--- src/include/mmio_afu_cfg.svh ---
// MMIO AFU build configuration
// Sizes of the request buffer and register file, and the widths of the
// host-visible address and read tag. One build uses one configuration

`ifndef MMIO_AFU_CFG_SVH
`define MMIO_AFU_CFG_SVH

// ====================
// Request path sizing
// ====================

// Entries in the request buffer, which is also the credit count at reset
`define MMIO_AFU_BUF_DEPTH 4

// ====================
// Register file
// ====================

// Number of 64-bit registers behind the MMIO ports
`define MMIO_AFU_NUM_REGS 16

// Word address width, counted in 64-bit units
`define MMIO_AFU_ADDR_W 8

// Read tag width, chosen by the host and echoed in the response
`define MMIO_AFU_TAG_W 4

// Value that register 0 always returns
`define MMIO_AFU_ID 64'h4d4d_494f_0af0_0001

`endif

--- src/verilog/mmio_afu_pkg.sv ---
// MMIO AFU shared types
// Vector types for addresses, tags and data, the request kind and the
// register block state, and the request and response records that move
// between the host adapter, the request buffer and the register block

`include "mmio_afu_cfg.svh"

package mmio_afu_pkg;

    // ====================
    // Vector types
    // ====================

    // Word address in 64-bit units
    typedef logic [`MMIO_AFU_ADDR_W-1:0] mmio_addr_t;

    // Read tag, carried through unchanged
    typedef logic [`MMIO_AFU_TAG_W-1:0] mmio_tag_t;

    // One 64-bit data word
    typedef logic [63:0] mmio_word_t;

    // One 512-bit line, lane 0 is the lowest word
    typedef logic [7:0][63:0] mmio_line_t;

    // Credit counter, holds every value from zero up to the buffer depth
    typedef logic [$clog2(`MMIO_AFU_BUF_DEPTH + 1)-1:0] credit_cnt_t;

    // ====================
    // Enumerations
    // ====================

    // What a request asks the register block to do
    typedef enum logic [1:0] {
        RD64  = 2'd0,
        WR64  = 2'd1,
        WR512 = 2'd2
    } mmio_kind_e;

    // Register block FSM, RSP_WAIT holds a read response for the host
    typedef enum logic {
        IDLE     = 1'b0,
        RSP_WAIT = 1'b1
    } regs_state_e;

    // ====================
    // Records
    // ====================

    // A request as it travels from the adapter to the register block
    // A 64-bit write puts its data in lane 0 of the line
    typedef struct packed {
        mmio_kind_e kind;
        mmio_addr_t addr;
        mmio_tag_t  tag;
        mmio_line_t line;
    } mmio_req_t;

    // A read response back to the host
    typedef struct packed {
        mmio_tag_t  tag;
        mmio_word_t data;
    } mmio_rsp_t;

endpackage

--- src/verilog/mmio_req_buffer.sv ---
// MMIO request buffer
// Circular FIFO between the host adapter and the register block.
// Entries arrive under credit control and every entry that leaves
// hands one credit back to the adapter

`timescale 1ns/1ps

`include "mmio_afu_cfg.svh"

module mmio_req_buffer (
    input  logic                    clk,
    input  logic                    rst,
    // From the host adapter
    input  logic                    req_valid,
    input  mmio_afu_pkg::mmio_req_t req,
    output logic                    credit_return,
    // To the register block
    output logic                    buf_valid,
    output mmio_afu_pkg::mmio_req_t buf_req,
    input  logic                    buf_ready
);

    import mmio_afu_pkg::*;

    localparam int DEPTH = `MMIO_AFU_BUF_DEPTH;
    localparam int PTR_W = (DEPTH > 1) ? $clog2(DEPTH) : 1;

    typedef logic [PTR_W-1:0] ptr_t;

    // Storage holds payload only, the pointers say which entries are live
    mmio_req_t   mem [DEPTH];
    ptr_t        wr_ptr;
    ptr_t        rd_ptr;
    credit_cnt_t count;
    logic        push;
    logic        pop;
    logic        full;

    // Pointers wrap at the depth, which need not be a power of two
    function automatic ptr_t ptr_inc(ptr_t p);
        ptr_t nxt;
        if (p == ptr_t'(DEPTH - 1)) begin
            nxt = '0;
        end else begin
            nxt = p + ptr_t'(1);
        end
        return nxt;
    endfunction

    // ====================
    // Status and handshakes
    // ====================

    assign full      = (count == credit_cnt_t'(DEPTH));
    assign buf_valid = (count != '0);
    assign buf_req   = mem[rd_ptr];
    assign push      = req_valid;
    assign pop       = buf_valid && buf_ready;

    // Each entry taken by the register block frees a slot at once
    assign credit_return = pop;

    // ====================
    // Storage and pointers
    // ====================

    always_ff @(posedge clk) begin
        if (push) begin
            mem[wr_ptr] <= req;
        end
    end

    always_ff @(posedge clk) begin
        if (rst) begin
            wr_ptr <= '0;
            rd_ptr <= '0;
            count  <= '0;
        end else begin
            if (push) begin
                wr_ptr <= ptr_inc(wr_ptr);
            end
            if (pop) begin
                rd_ptr <= ptr_inc(rd_ptr);
            end
            count <= count + credit_cnt_t'(push) - credit_cnt_t'(pop);
        end
    end

    // The adapter only sends with a credit in hand, so a push into a full
    // buffer means the two sides disagree about the credit count
    no_push_when_full_a : assert property (
        @(posedge clk) disable iff (rst)
        req_valid |-> !full
    ) else $error("request arrived while the buffer was full");

endmodule
--- config.mk ---
export PLATFORM = sky130hd
export DESIGN_NAME = mmio_req_buffer
export DESIGN_NICKNAME = d
export VERILOG_FILES = /design/src/verilog/mmio_afu_pkg.sv /design/src/verilog/mmio_req_buffer.sv
export VERILOG_INCLUDE_DIRS = /design/src /design/src/include
export SDC_FILE = /design/constraint.sdc
export NUM_CORES = 1
export LEC_CHECK = 0
export BUFFER_PORTS_ARGS = -buffer_cell sky130_fd_sc_hd__buf_4
export CAP_MARGIN = 20
export CORE_AREA = 5 5 404 406
export DETAILED_ROUTE_END_ITERATION = 10
export DIE_AREA = 0 0 409 411
export PLACE_DENSITY = 0.74
export RECOVER_POWER = 50
export SKIP_CTS_REPAIR_TIMING = 1
export SYNTH_ARGS = -nofsm -noshare
export SYNTH_HDL_FRONTEND = slang
export SYNTH_SLANG_ARGS = --single-unit
--- constraint.sdc ---
create_clock -name clk -period 20.6 [get_ports clk]
set_input_delay 1.03 -clock clk [delete_from_list [all_inputs] [get_ports clk]]
set_output_delay 1.03 -clock clk [all_outputs]
set_load 0.02 [all_outputs]
==> results.md <==
- Drt drc: 0
- Nets: 4520
- Path depth of the worst reg2reg path: 5
- Via count: 34950
- RSZ-0062 raised after global routing: no
- Mean Syn Cell Area: 27.3 um^2
- Die height: ~410 um
- Die area: between 150000 and 200000 um^2
- Vias in the first global route: 36534
- Sequential cell area fraction in the yosys report: 83.1%
- Status: finished, violations left
- GRT overflow: 0
- Hold wc startpoint: req[194]
- Hold Crit Depth: 1
- DP HPWL: roughly 110000 um
- Critical Path RT: ~21000 ps
- Core ar.: roughly 160000 um^2
- CP startpoint kind: flop
- Longest Clk Path Bufs: 3
- Slew headroom: -496%
- Via density: around 5.6
- Synthesized netlist cell count: between 2000 and 3000
- Overall Global Routing Usage: between 20 and 25%
- Yosys Warn Count: 0
- FF+latch count, synth: between 2000 and 2500
- Tmin final: roughly 12000 ps
- Power per cell area: about 120 nW/um^2
- Area Growth Syn to Fin: 19.2%
- Largest net degree at the start of global routing: around 150
- CTS tree: built
- Most frequent cells in the layout: edfxtp_1, clkbuf_1, buf_4
- Max-slew violations: 491
- Leak: 28.8 nW
- Endpoint class of the critical path: flop
- Initial antenna violation count: 83
- CTS clk-pin slew, worst paths: 60 ps
- Commonest non-fill, non-tap cell in the layout: edfxtp_1
- Global-route wire length before repair: ~250000 um
- Capture point of the worst reg-to-reg path: mem[1][273]
- Max-Cap Viols: 7
- Final TNS setup: 0 ps
- IO Pins: between 1000 and 1500
- Root Buffer: clkbuf_16
- CTS Buf Count: 202
- Drt pass-1 iters: 7
- DRT Wirelength: between 150000 and 200000 um
- Clock Skews: ~40 ps
- RR Startpoint: wr_ptr[0]
- Post-route ant nets: 0
- DRT iter0 DRCs: approximately 3300
- Num rows: between 100 and 150
- Mapped Nets: between 3000 and 4000
- Max IR drop VDD: 0.0000961 V
- Clock Sinks: around 2100
- Die Wd: between 400 and 500 um
- Max H-tree Level: 4
- Final worst path period share: between 50% and 60%
- Total power: between 10 and 15 mW
- Setup slack, reg-to-reg: roughly 8300 ps
- Worst slew pin tran: ~8900 ps
- Fin. Hold Viols: 0
- Synth cell types: 23
- Setup violators final: 0
- Achievable Freq: approximately 80 MHz
- Max FO, Critical Path: between 100 and 150
- Crit Path Category: flop to flop
- Syn Std Cell Area: 76300 um^2
- Hold Path Class: input port to flop
- Critical path arrival: 12670 ps
- Failing checks: capacitance limit, slew limit
- DR WL/cell: approximately 28 um
- Layout cells sized above 1: 33.2%
- Initial Utilization: a little under half
- Number of port buffers: 1057
- Gp weighted congestion: slightly above 0.8
- Worst-skew pair later-pin latency: ~790 ps
- Worst Hold End: mem[0][194]
[synthesized netlist by cell type, drive strengths merged]
cell | instances | share of area (%)
nor2 | 3 | 0.015
nand2b | 3 | 0.025
nor3 | 1 | 0.0066
mux2 | 1 | 0.015
nor2b | 2 | 0.016
and2 | 4 | 0.033
clkbuf | 9 | 0.044
mux2i | 2 | 0.026
buf | 110 | 0.97
or3b | 1 | 0.011
inv | 5 | 0.025
o31a | 1 | 0.011
fa | 1 | 0.026
dfxtp | 9 | 0.24
a21oi | 1 | 0.0066
mux4 | 526 | 16
xnor3 | 1 | 0.030
edfxtp | 2104 | 83
ha | 7 | 0.11
or3 | 1 | 0.0082
[sequential cells by signal (all words and copies together) (netlist names), named ones only]
name and cells:
wr_ptr 2, mem 2104, count 3, rd_ptr 2
[area by class of cell]
class,count,area [um^2]
antenna,45,113
clock buffer,249,5230
multi-input combinational,555,12100
fill,11581,68600
sequential,2113,63400
tap,2086,2610
clock inverter,106,1050
inverter,5,18.8
timing repair buffer,1105,6380
[where the power goes]
part	internal (mW)	switching, mW
combinational	1.03	1.31
sequential	4.92	0.0575
clock	1.93	1.56
[critical path, stage by stage (launching register included)]
cell and delay (ps):
dfxtp_1 400, ha_1 160, and2_0 2350, clkbuf_1 6250, buf_4 1390, buf_4 830
[logic make-up (layout without fill, tap and decap cells)]
kind of cell	Yosys count	after routing	share of synthesized area [%]
AOI/OAI and AO/OA	2	2	0.0180
xor gates and xnor gates	1	1	0.0295
adders and majority gates	8	8	0.141
buffers and inverters	124	1465	1.04
DFF	2113	2113	83.1
muxes	529	529	15.6
other	0	45	0
and+or+nand+nor	15	15	0.115
[layer usage]
layer | vias to the layer above | global-route usage, % | routed length, um
met3 | 334 | 8.32 | 18700
met2 | 1502 | 34.2 | 89600
met5 | - | 0 | 327
li1 | 14628 | - | -
met4 | 50 | 6.73 | 5480
met1 | 18436 | 25.2 | 62500
[through the flow]
stage	std cells	worst slack [ps]	cell area [um^2]	hold WS, ps	util (%)
finish	6264	8330	90900	454	57.0
global route	6241	7530	90800	401	57.0
CTS	6218	13690	92800	307	58.2
floorplan	2792	6810	76300	468	-
global placement	5863	14610	86500	494	54.2
detailed placement	5863	14610	86500	504	54.2
[worst max path at each step]
stage | startpoint | end | slack (ps) | cells past startpoint
after detailed placement | flop | buf_req[304] | 14610 | 6
after floorplan | req_valid | mem[0][0] | 6810 | 1
after global routing | wr_ptr[0] | mem[1][183] | 7530 | 5
after CTS | flop | buf_req[304] | 13690 | 6
after global placement | flop | buf_req[194] | 14610 | 6
final | wr_ptr[0] | mem[1][273] | 8330 | 5
No activity file was read; power rests on OpenSTA's default activity.
