--- src/include/mmio_afu_cfg.svh ---
// MMIO AFU build configuration
// Sizes of the request buffer and register file, and the widths of the
// host-visible address and read tag. One build uses one configuration

`ifndef MMIO_AFU_CFG_SVH
`define MMIO_AFU_CFG_SVH

// ====================
// Request path sizing
// ====================

// Entries in the request buffer, which is also the credit count at reset
`define MMIO_AFU_BUF_DEPTH 4

// ====================
// Register file
// ====================

// Number of 64-bit registers behind the MMIO ports
`define MMIO_AFU_NUM_REGS 16

// Word address width, counted in 64-bit units
`define MMIO_AFU_ADDR_W 8

// Read tag width, chosen by the host and echoed in the response
`define MMIO_AFU_TAG_W 4

// Value that register 0 always returns
`define MMIO_AFU_ID 64'h4d4d_494f_0af0_0001

`endif

--- src/verilog/mmio_afu_pkg.sv ---
// MMIO AFU shared types
// Vector types for addresses, tags and data, the request kind and the
// register block state, and the request and response records that move
// between the host adapter, the request buffer and the register block

`include "mmio_afu_cfg.svh"

package mmio_afu_pkg;

    // ====================
    // Vector types
    // ====================

    // Word address in 64-bit units
    typedef logic [`MMIO_AFU_ADDR_W-1:0] mmio_addr_t;

    // Read tag, carried through unchanged
    typedef logic [`MMIO_AFU_TAG_W-1:0] mmio_tag_t;

    // One 64-bit data word
    typedef logic [63:0] mmio_word_t;

    // One 512-bit line, lane 0 is the lowest word
    typedef logic [7:0][63:0] mmio_line_t;

    // Credit counter, holds every value from zero up to the buffer depth
    typedef logic [$clog2(`MMIO_AFU_BUF_DEPTH + 1)-1:0] credit_cnt_t;

    // ====================
    // Enumerations
    // ====================

    // What a request asks the register block to do
    typedef enum logic [1:0] {
        RD64  = 2'd0,
        WR64  = 2'd1,
        WR512 = 2'd2
    } mmio_kind_e;

    // Register block FSM, RSP_WAIT holds a read response for the host
    typedef enum logic {
        IDLE     = 1'b0,
        RSP_WAIT = 1'b1
    } regs_state_e;

    // ====================
    // Records
    // ====================

    // A request as it travels from the adapter to the register block
    // A 64-bit write puts its data in lane 0 of the line
    typedef struct packed {
        mmio_kind_e kind;
        mmio_addr_t addr;
        mmio_tag_t  tag;
        mmio_line_t line;
    } mmio_req_t;

    // A read response back to the host
    typedef struct packed {
        mmio_tag_t  tag;
        mmio_word_t data;
    } mmio_rsp_t;

endpackage

--- src/verilog/mmio_host_adapter.sv ---
// MMIO host adapter
// Merges the 64-bit read/write port and the 512-bit write port into one
// request stream. Each request costs one credit from the request buffer,
// and both host ports stall while no credit is left

`timescale 1ns/1ps

`include "mmio_afu_cfg.svh"

module mmio_host_adapter (
    input  logic                     clk,
    input  logic                     rst,
    // 64-bit read/write port
    input  logic                     mmio64_valid,
    input  mmio_afu_pkg::mmio_kind_e mmio64_kind,
    input  mmio_afu_pkg::mmio_addr_t mmio64_addr,
    input  mmio_afu_pkg::mmio_tag_t  mmio64_tag,
    input  mmio_afu_pkg::mmio_word_t mmio64_data,
    output logic                     mmio64_ready,
    // 512-bit write-only port
    input  logic                     mmio512_valid,
    input  mmio_afu_pkg::mmio_addr_t mmio512_addr,
    input  mmio_afu_pkg::mmio_line_t mmio512_data,
    output logic                     mmio512_ready,
    // Credit-based link to the request buffer
    input  logic                     credit_return,
    output logic                     req_valid,
    output mmio_afu_pkg::mmio_req_t  req
);

    import mmio_afu_pkg::*;

    credit_cnt_t credit_cnt;
    logic        have_credit;
    logic        grant64;
    logic        grant512;
    logic        send;
    // Set when the 64-bit port won last, so the 512-bit port goes next
    logic        prefer_512;
    mmio_req_t   req_next;

    // ====================
    // Arbitration
    // ====================

    assign have_credit = (credit_cnt != '0);

    // With both ports valid the grant alternates, otherwise the only
    // valid port wins whenever a credit is available
    assign grant64  = have_credit && mmio64_valid && (!mmio512_valid || !prefer_512);
    assign grant512 = have_credit && mmio512_valid && (!mmio64_valid || prefer_512);
    assign send     = grant64 || grant512;

    assign mmio64_ready  = grant64;
    assign mmio512_ready = grant512;

    always_ff @(posedge clk) begin
        if (rst) begin
            prefer_512 <= 1'b0;
        end else if (grant64) begin
            prefer_512 <= 1'b1;
        end else if (grant512) begin
            prefer_512 <= 1'b0;
        end
    end

    // ====================
    // Request packing
    // ====================

    always_comb begin
        req_next = '0;
        if (grant512) begin
            req_next.kind = WR512;
            // Line writes always start on an eight word boundary
            req_next.addr = {mmio512_addr[`MMIO_AFU_ADDR_W-1:3], 3'b000};
            req_next.line = mmio512_data;
        end else begin
            req_next.kind    = mmio64_kind;
            req_next.addr    = mmio64_addr;
            req_next.tag     = mmio64_tag;
            req_next.line[0] = mmio64_data;
        end
    end

    // The granted request goes out one cycle after the host transfer
    always_ff @(posedge clk) begin
        if (rst) begin
            req_valid <= 1'b0;
        end else begin
            req_valid <= send;
        end
    end

    always_ff @(posedge clk) begin
        if (send) begin
            req <= req_next;
        end
    end

    // ====================
    // Credit counter
    // ====================

    // A credit is spent at the grant and a returned one is added back;
    // both can happen in the same cycle
    always_ff @(posedge clk) begin
        if (rst) begin
            credit_cnt <= credit_cnt_t'(`MMIO_AFU_BUF_DEPTH);
        end else begin
            credit_cnt <= credit_cnt + credit_cnt_t'(credit_return) - credit_cnt_t'(send);
        end
    end

    // More credits than buffer entries means the buffer returned a credit
    // for an entry it never received
    credit_bound_a : assert property (
        @(posedge clk) disable iff (rst)
        credit_cnt <= credit_cnt_t'(`MMIO_AFU_BUF_DEPTH)
    ) else $error("credit count above buffer depth");

endmodule

--- config.mk ---
export PLATFORM = sky130hd
export DESIGN_NAME = mmio_host_adapter
export DESIGN_NICKNAME = d
export VERILOG_FILES = /design/src/verilog/mmio_afu_pkg.sv /design/src/verilog/mmio_host_adapter.sv
export VERILOG_INCLUDE_DIRS = /design/src /design/src/include
export SDC_FILE = /design/constraint.sdc
export NUM_CORES = 1
export LEC_CHECK = 0
export ABC_AREA = 1
export BUFFER_PORTS_ARGS = -buffer_cell sky130_fd_sc_hd__buf_2
export CORE_AREA = 2 2 439 441
export DETAILED_ROUTE_END_ITERATION = 12
export DIE_AREA = 0 0 441 443
export HOLD_SLACK_MARGIN = 0.1
export PLACE_DENSITY = 0.38
export SYNTH_ARGS = -nofsm -noshare
export SYNTH_HDL_FRONTEND = slang
export SYNTH_SLANG_ARGS = --single-unit
--- constraint.sdc ---
create_clock -name clk -period 45.4 [get_ports clk]
set_input_delay 6.81 -clock clk [delete_from_list [all_inputs] [get_ports clk]]
set_output_delay 6.81 -clock clk [all_outputs]
set_load 0.05 [all_outputs]
==> impl_metrics.ini, run 1 <==
[pwr]
seq_power_share_pct = 34.7
p_per_area_mw_per_mm2 = 68.9
p_int_uw = 1180
clkPwrFrac_pct = 27.1
p_sw_share_pct = 45.8
leakagePower_uw = 0.0155
ir_worst_vdd_mv = 0.0263
comb_power_share_pct = 38.2
p_sw_uw = 999

[drt]
wirelength_um = 113000
vias = 16400
drtPass1Iterations = 5
vias_per_cell = 2.98
first_iter_violations = 912
drc = 0
wl_per_cell_um = 20.6
drtAntennaViolNets = 0

[timing]
clock.fmax_mhz = 66.4
skew_ns = 0.0179
report.final.hold_viol_count = 0
setup_violations = 0
slew_headroom_pct = 29.5
setup_ws_ns = 30.33
hold_slack_ns = 0.482
report.final.slew_viol_count = 0
tns_ns = 0
period_share_pct = 33.2
fin_crit_ns = 15.07
tightest_slew_ns = 1.06
rsz0062_at_grt = no

[job]
maxCapViolations = 0

[cells_and_area]
fin_cells = 5493
final_common_cell = buf_2
drive_gt1_share_pct = 42.6
nNetsFinal = 3506
mostFrequentLayoutCells = buf_2, edfxtp_1, inv_1
area_growth_pct = 51.0

[clock_network]
cts_hold_buf = 0
postCtsSetupBuffers = 0
cts_buffers = 75
cts_sinks = 531
cts_tree = yes
cts.path.max_buffers = 3
clk_pin_slew_ns = 0.06
cts_resized = 0
clock_tree.root_cell = clkbuf_16
htree_num_levels = 3
clk_latency_ns = 0.68

[status]
status = finished, final reports clean

[logic_synthesis]
ys_types = 19
postSynthAreaPerCell_sq_um = 12.0
yosysSeqAreaShare_pct = 75.9
ys_ff_latch = 531
yosys_warnings = 0
syn_inst = 1743
netlist_area_sq_mm = 0.0209
syn_nets = 2349

[floorplanning]
initial_utilization_pct = 11.0
rows = 161
core-area_sq_mm = 0.191
dieWidth_um = 441
die-height_um = 443
io_pins = 1132
die_area_sq_mm = 0.195

[grt]
grt_max_degree = 78
grt_pass1_vias = 16500
grt_pass1_wl_um = 147000
busiest_layer = met2
grt.met3_usage_pct = 4.31
antenna_found_initial = 58
track_usage_pct = 11.2
grt.met1_usage_pct = 11.8
gr-total-overflow = 0
use_met2_pct = 20.1

[worst_hold_path]
min_path_type = flip-flop to flip-flop

[placement]
dp_slack_ns = 30.27
dpl.hpwl_um = 91700
place.port_buffers = 1128
gp_congestion = 0.946
post-place-cells = 5349

[critical_path]
end_kind = output port
arrival_ns = 8.26
cp_max_fo = 50
cp.required_ns = 38.59
critPathKind = input port to output port
start_kind = input port
## per-layer routing
metal,share of wire [%],vias up
met5,0.046,-
met4,2.9,8
met3,8.8,195
met2,52,681
met1,36,7821
li1,-,7650
## power by group through the flow
stage,sequential (uW),clock [uW],combinational (uW)
3_5_place_dp,769,0,850
3_3_place_gp,766,0,853
6_report,756,590,833
2_1_floorplan,1300,0,124
5_1_grt,771,634,873
4_1_cts,760,619,851
## stage by stage
stage          total power [uW]  cell area (sq um)  utilization [%]
2_1_floorplan              1430              20900                -
3_3_place_gp               1620              29200             15.3
3_5_place_dp               1620              29200             15.3
4_1_cts                    2230              31600             16.5
5_1_grt                    2280              31600             16.5
6_report                   2180              31600             16.5
## layout make-up
cell class / instances / area (sq um)
clock buffers: 84 / 1910
diodes: 7 / 17.5
flip-flops and latches: 531 / 15900
inverters: 464 / 1740
fillers: 21700 / 160000
multi-input cells: 683 / 2650
well taps: 2526 / 3160
clock inverters: 53 / 478
repair buffers: 1145 / 5770
## Yosys cell counts
cell	number	share of area (%)
buf_4	3	0.11
a21oi_4	1	0.078
nand3_1	1	0.024
a21oi_1	2	0.048
nand2_4	1	0.054
nor2_1	459	8.2
inv_1	463	8.3
nand2_1	212	3.8
buf_2	8	0.19
or2_2	1	0.030
nand3b_1	1	0.036
or2_1	1	0.030
inv_4	1	0.030
fa_1	1	0.096
ha_1	2	0.12
edfxtp_1	526	75
xnor2_1	1	0.042
buf_6	54	2.9
dfxtp_1	5	0.48
## flip-flops by register name, indices dropped and copies added (netlist names)
register	cells
prefer_512	1
req	526
req_valid	1
credit_cnt	3
## logic make-up (layout without fill, tap and decap cells)
| family | count (synthesis) | count (layout) | share of synthesized area [%] |
|---|---|---|---|
| simple gates | 676 | 676 | 12.2 |
| flops | 531 | 531 | 75.9 |
| buf+inv | 529 | 1746 | 11.5 |
| fa+ha+maj | 3 | 3 | 0.215 |
| compound gates | 3 | 3 | 0.125 |
| xor+xnor | 1 | 1 | 0.0418 |
| other cells | 0 | 7 | 0 |
## critical path, stage by stage
cell and delay (ns):
buf_2 0.12, a21oi_4 0.20, nand2_8 0.26, inv_4 0.42, buf_2 0.36
## worst paths after layout
check | slack [ns] | endpoint | depth (start not counted) | startpoint
worst max register to register | 39.11 | req[362]$_SDFFCE_PP0N_ | 9 | credit_cnt[1]$_SDFF_PP0_
worst min-delay path | 0.48 | prefer_512$_SDFFE_PP0N_ | 2 | prefer_512$_SDFFE_PP0N_
worst max-delay path | 30.33 | mmio512_ready | 5 | mmio64_valid
worst min register to register | 0.48 | prefer_512$_SDFFE_PP0N_ | 2 | prefer_512$_SDFFE_PP0N_
Note: power is estimated with default switching activity, not from simulation.
==> run 2: changes to the inputs <==
--- a/config.mk
+++ b/config.mk
@@ -12,7 +12,7 @@
 export DETAILED_ROUTE_END_ITERATION = 12
 export DIE_AREA = 0 0 441 443
 export HOLD_SLACK_MARGIN = 0.1
-export PLACE_DENSITY = 0.38
+export PLACE_DENSITY = 0.39
 export SYNTH_ARGS = -nofsm -noshare
 export SYNTH_HDL_FRONTEND = slang
 export SYNTH_SLANG_ARGS = --single-unit
==> constraint.sdc (replaced) <==
create_clock -name clk -period 13.8 [get_ports clk]
set_input_delay 2.07 -clock clk [delete_from_list [all_inputs] [get_ports clk]]
set_output_delay 2.07 -clock clk [all_outputs]
set_load 0.05 [all_outputs]
==> impl_metrics.ini, run 2 (synthesis results as in run 1) <==
[pwr]
p_int_uw = 3810
seq_power_share_pct = 35.8
p_sw_share_pct = 46.0
p_per_area_mw_per_mm2 = 224
ir_worst_vdd_mv = 0.0863
leakagePower_uw = 0.0154
comb_power_share_pct = 38.0
p_sw_uw = 3240
clkPwrFrac_pct = 26.2

[cells_and_area]
reg.largest.list = req x526, credit_cnt x3
final_common_cell = buf_2
post-route-util_pct = 16.5
largest_reg_flops = 526
largest-register = req
drive_gt1_share_pct = 42.4
nFillCells = 21600
area_growth_pct = 50.5
nNetsFinal = 3499
final_area_sq_mm = 0.0315
mostFrequentLayoutCells = buf_2, edfxtp_1, inv_1

[critical_path]
cp_max_fo = 95
regToRegSetupSlack_ns = 9.89
cpLargestDelayFamily = buffers and inverters
r2r_start = credit_cnt[1]$_SDFF_PP0_
worstReg2RegEnd = req[66]$_SDFFCE_PP0N_
crit_path_cell_trace = buf_2, inv_1, a21oi_4, nand2_8, inv_4, buf_2
r2r_cells = 7
slowest_stage = nand2_8
path_buf_inv = 4
crit_end = mmio512_ready
start_kind = input port
critPathLaunch = mmio512_valid
cp.required_ns = 11.73
end_kind = output port
path_depth = 6
arrival_ns = 3.47
cpMostUsedCell = buf_2
cpPeakStageDelay_ns = 0.39
critPathKind = input port to output port

[timing]
hold_slack_ns = 0.496
rsz0062_at_grt = no
clock.fmax_mhz = 181
setup_ws_ns = 8.26
slew_headroom_pct = 30.6
period_share_pct = 40.1
fin_crit_ns = 5.54
setup_violations = 0
tightest_slew_ns = 1.04
report.final.slew_viol_count = 0
report.final.hold_viol_count = 0
tns_ns = 0
skew_ns = 0.0427

[drt]
drc = 0
wl_per_cell_um = 18.9
first_iter_violations = 1248
drtPass1Iterations = 5
drtAntennaViolNets = 0
vias = 16200
wirelength_um = 103000
vias_per_cell = 2.95

[clock_network]
postCtsSetupBuffers = 0
clk_pin_slew_ns = 0.06
clock_tree.root_cell = clkbuf_16
clk_latency_ns = 0.68
cts_resized = 0
cts_sinks = 531
htree_num_levels = 3
cts_hold_buf = 0
cts.path.max_buffers = 3
cts_tree = yes
cts_buffers = 72

[grt]
grt_pass1_wl_um = 134000
grt_max_degree = 131
antenna_found_initial = 42
track_usage_pct = 10.1
gr-total-overflow = 0
grt_pass1_vias = 15800

[placement]
dpl.hpwl_um = 83200
place.port_buffers = 1128
gp_congestion = 0.969
dp_slack_ns = 8.03
post_dp_cell_area_sq_mm = 0.0292

[floorplanning]
initial_utilization_pct = 11.0
io_pins = 1132
rows = 161
core-area_sq_mm = 0.191
dieWidth_um = 441
die_area_sq_mm = 0.195
die-height_um = 443

[job]
maxCapViolations = 0

[status]
status = finished, final reports clean

[worst_hold_path]
min_path_type = flip-flop to flip-flop
==> run 2: changes by cell type in the layout (fill, tap and decap cells not counted), moves of 3 or more <==
| cell | delta |
|---|---|
| buf_4 | -5 |
| clkinv_2 | -5 |
| bufinv_16 | -3 |
| clkinv_16 | +4 |
| clkbuf_1 | +3 |
| clkbuf_16 | -3 |
| clkinv_1 | -4 |
==> run 2: area by class of cell <==
type	instances	area (sq um)	area share (%)
flip-flops and latches	531	15900	50.4
repair buffers	1141	5760	18.3
well taps	2526	3160	10.0
multi-input cells	683	2660	8.44
clock buffers	84	1850	5.86
inverters	464	1740	5.53
clock inverters	44	445	1.41
diodes	6	15.0	0.0476
==> run 2: layer usage <==
layer	part of all wire [%]	vias up	track usage, %	wire [um]
li1	-	7619	-	-
met1	39	7663	11.6	40000
met2	49	721	16.8	50200
met3	8.7	164	3.62	9000
met4	3.9	2	4.28	4050
met5	0.013	-	0	13
==> run 2: worst min-delay path by stage <==
| stage | start | to | slack, ns | cells after the start |
|---|---|---|---|---|
| after CTS | prefer_512$_SDFFE_PP0N_ | prefer_512$_SDFFE_PP0N_ | 0.49 | 2 |
| after global routing | prefer_512$_SDFFE_PP0N_ | prefer_512$_SDFFE_PP0N_ | 0.51 | 2 |
| after detailed placement | prefer_512$_SDFFE_PP0N_ | prefer_512$_SDFFE_PP0N_ | 0.49 | 2 |
| after floorplan | prefer_512$_SDFFE_PP0N_ | prefer_512$_SDFFE_PP0N_ | 0.45 | 2 |
| final | prefer_512$_SDFFE_PP0N_ | prefer_512$_SDFFE_PP0N_ | 0.50 | 2 |
| after global placement | prefer_512$_SDFFE_PP0N_ | prefer_512$_SDFFE_PP0N_ | 0.48 | 2 |
==> run 2: stage by stage <==
| stage | power (uW) | std cells |
|---|---|---|
| 2_1_floorplan | 4580 | 1743 |
| 3_3_place_gp | 5290 | 5345 |
| 3_5_place_dp | 5290 | 5345 |
| 4_1_cts | 7190 | 5473 |
| 5_1_grt | 7360 | 5478 |
| 6_report | 7050 | 5479 |
==> run 2: power groups by stage <==
| stage | registers, uW | logic (uW) | clock network [uW] |
|---|---|---|---|
| floorplan | 4170 | 408 | 0 |
| CTS | 2540 | 2730 | 1930 |
| global route | 2570 | 2800 | 1990 |
| detailed placement | 2560 | 2730 | 0 |
| global placement | 2550 | 2730 | 0 |
| finish | 2530 | 2680 | 1840 |
==> run 2: worst reg2reg max path: stages, from the launching register on <==
cell	delay (ns)
dfxtp_1	0.35
nor2_1	0.09
nand2_1	0.16
nand2_8	0.54
buf_4	0.69
buf_4	0.73
buf_4	0.86
nor2_1	0.22
==> run 3: changes to the inputs <==
--- a/config.mk
+++ b/config.mk
@@ -6,13 +6,13 @@
 export SDC_FILE = /design/constraint.sdc
 export NUM_CORES = 1
 export LEC_CHECK = 0
-export ABC_AREA = 1
+export ABC_AREA = 0
 export BUFFER_PORTS_ARGS = -buffer_cell sky130_fd_sc_hd__buf_2
-export CORE_AREA = 2 2 439 441
+export CORE_AREA = 2 2 442 444
 export DETAILED_ROUTE_END_ITERATION = 12
-export DIE_AREA = 0 0 441 443
+export DIE_AREA = 0 0 444 446
 export HOLD_SLACK_MARGIN = 0.1
-export PLACE_DENSITY = 0.39
+export PLACE_DENSITY = 0.38
 export SYNTH_ARGS = -nofsm -noshare
 export SYNTH_HDL_FRONTEND = slang
 export SYNTH_SLANG_ARGS = --single-unit
==> constraint.sdc (replaced) <==
create_clock -name clk -period 4.57 [get_ports clk]
set_input_delay 0.6855 -clock clk [delete_from_list [all_inputs] [get_ports clk]]
set_output_delay 0.6855 -clock clk [all_outputs]
set_load 0.05 [all_outputs]
==> impl_metrics.ini, run 3 <==
[cells_and_area]
final_common_cell = buf_2
fin_cells = 4912
drive_gt1_share_pct = 56.3
largest_reg_flops = 526
mostFrequentLayoutCells = buf_2, edfxtp_1, and2_1
post-route-util_pct = 16.2
nNetsFinal = 2910
final_area_sq_mm = 0.0313
area_growth_pct = 56.5
largest-register = req
reg.largest.list = req x526, credit_cnt x3

[floorplanning]
initial_utilization_pct = 10.3
dieWidth_um = 444
rows = 162
io_pins = 1132
core-area_sq_mm = 0.194
die_area_sq_mm = 0.198
die-height_um = 446

[clock_network]
cts_resized = 0
clock_tree.root_cell = clkbuf_16
cts_tree = yes
cts_buffers = 75
cts.path.max_buffers = 3
postCtsSetupBuffers = 0
htree_num_levels = 3
cts_hold_buf = 0
cts_sinks = 531
clk_pin_slew_ns = 0.06
clk_latency_ns = 0.68

[timing]
tns_ns = 0
skew_ns = 0.0199
period_share_pct = 64.4
clock.fmax_mhz = 340
setup_violations = 0
setup_ws_ns = 1.63
tightest_slew_ns = 1.03
report.final.slew_viol_count = 0
slew_headroom_pct = 31.4
rsz0062_at_grt = no
fin_crit_ns = 2.94
report.final.hold_viol_count = 0

[logic_synthesis]
syn_nets = 1742
postSynthAreaPerCell_sq_um = 17.6
yosys-top-cells-count = edfxtp_1, and2_1, mux2_2, buf_2, clkbuf_1
synth.largest_area_cell = edfxtp_1
synth.most_common_cell = edfxtp_1
ys_types = 23
synth_top_flop_cell = edfxtp_1
synth_edf_count = 526
yosys_warnings = 0
yosys.area.top_type_share_pct = 79.0
synthArstFlopShare_pct = 0
synth_area_leaders = edfxtp_1, and2_1, mux2_2
ys_ff_latch = 531
netlist_area_sq_mm = 0.0200
yosysSeqAreaShare_pct = 79.5
syn_inst = 1136

[pwr]
ir_worst_vdd_mv = 0.303
p_int_uw = 12200
p_per_area_mw_per_mm2 = 699
clkPwrFrac_pct = 28.0
comb_power_share_pct = 36.9
p_sw_uw = 9680
p_sw_share_pct = 44.2
seq_power_share_pct = 35.1
leakagePower_uw = 0.0131

[drt]
vias_per_cell = 2.97
wl_met2_um = 55800
wl_met3_um = 13800
drc = 0
wl_per_cell_um = 24.1
drtAntennaViolNets = 0
drtPass1Iterations = 5
wirelength_um = 118000
wl_met1_um = 45000
first_iter_violations = 865
highest_layer = met5
vias = 14600

[placement]
post-place-cells = 4769
post_dp_cell_area_sq_mm = 0.0288
dp_slack_ns = 1.48
place.port_buffers = 1128
dpl.hpwl_um = 96700
gp_congestion = 0.850

[grt]
grt_pass1_vias = 14400
track_usage_pct = 11.4
gr-total-overflow = 0
grt_pass1_wl_um = 147000
grt_max_degree = 156
antenna_found_initial = 107

[critical_path]
worstReg2RegEnd = req[60]$_DFFE_PN_
arrival_ns = 3.34
cpLargestDelayFamily = buffers and inverters
cp.required_ns = 4.97
regToRegSetupSlack_ns = 1.63
critPathKind = flip-flop to flip-flop
r2r_start = credit_cnt[1]$_SDFF_PP0_
cpMostUsedCell = buf_4
cpPeakStageDelay_ns = 0.67
cp_max_fo = 45
crit_end = req[60]$_DFFE_PN_
start_kind = flip-flop
path_depth = 5
critPathLaunch = credit_cnt[1]$_SDFF_PP0_
r2r_cells = 5
path_buf_inv = 2
end_kind = flip-flop
slowest_stage = buf_4
crit_path_cell_trace = or3_4, nand3_4, buf_4, buf_4, mux2_2

[job]
maxCapViolations = 0

[worst_hold_path]
min_path_type = input port to flip-flop

[status]
status = finished, final reports clean
## run 3: cell types whose count changed in the layout (fill, tap and decap cells not counted), moves of 9 or more
cell / delta
bufinv_16: +9
nor2_1: -458
mux2_2: +69
nand2_1: -210
and2_1: +456
inv_1: -459
## run 3: power groups by stage
stage	logic, uW	registers, uW	clock network (uW)
2_1_floorplan	1100	12100	0
3_3_place_gp	8260	7800	0
3_5_place_dp	8230	7790	0
4_1_cts	8230	7720	6410
5_1_grt	8460	7830	6550
6_report	8070	7690	6120
## run 3: cell families (layout without fill, tap and decap cells)
family | Yosys count | after routing | share of synthesized area (%)
compound gates | 2 | 2 | 0.0563
xor+xnor | 2 | 2 | 0.0876
fa+ha+maj | 3 | 3 | 0.225
buf+inv | 62 | 1284 | 1.64
flops | 531 | 531 | 79.5
mux | 69 | 69 | 3.88
other cells | 0 | 12 | 0
simple gates | 467 | 467 | 14.6
## run 3: metal layers
layer  up-vias  track usage (%)
met5         -                0
met4        22             3.74
met3       255             6.07
met2       791             18.4
met1      7109             12.9
li1       6396                -
## run 3: worst min path at each step
stage                                     to                startpoint  depth (start not counted)
detailed placement  credit_cnt[2]$_SDFF_PP1_  credit_cnt[2]$_SDFF_PP1_                          2
finish                req[226]$_SDFFCE_PP0N_         mmio512_data[226]                          2
global placement     prefer_512$_SDFFE_PP0N_   prefer_512$_SDFFE_PP0N_                          2
global route          req[185]$_SDFFCE_PP0N_         mmio512_data[185]                          2
floorplan           credit_cnt[2]$_SDFF_PP1_  credit_cnt[2]$_SDFF_PP1_                          2
CTS                   req[295]$_SDFFCE_PP0N_         mmio512_data[295]                          2
## run 3: per-stage QoR
step / hold WS [ns] / total power, uW
2_1_floorplan: 0.461 / 13200
3_3_place_gp: 0.502 / 16100
3_5_place_dp: 0.501 / 16000
4_1_cts: 0.187 / 22400
5_1_grt: 0.224 / 22800
6_report: 0.284 / 21900
## run 3: final cells by class
| cell class | count | area, sq um |
|---|---|---|
| Fill cell | 21600 | 162000 |
| Multi-Input combinational cell | 543 | 3810 |
| Timing Repair Buffer | 1148 | 5870 |
| Sequential cell | 531 | 15900 |
| Clock buffer | 91 | 1960 |
| Inverter | 5 | 31.3 |
| Antenna cell | 12 | 30.0 |
| Tap cell | 2542 | 3180 |
| Clock inverter | 40 | 533 |
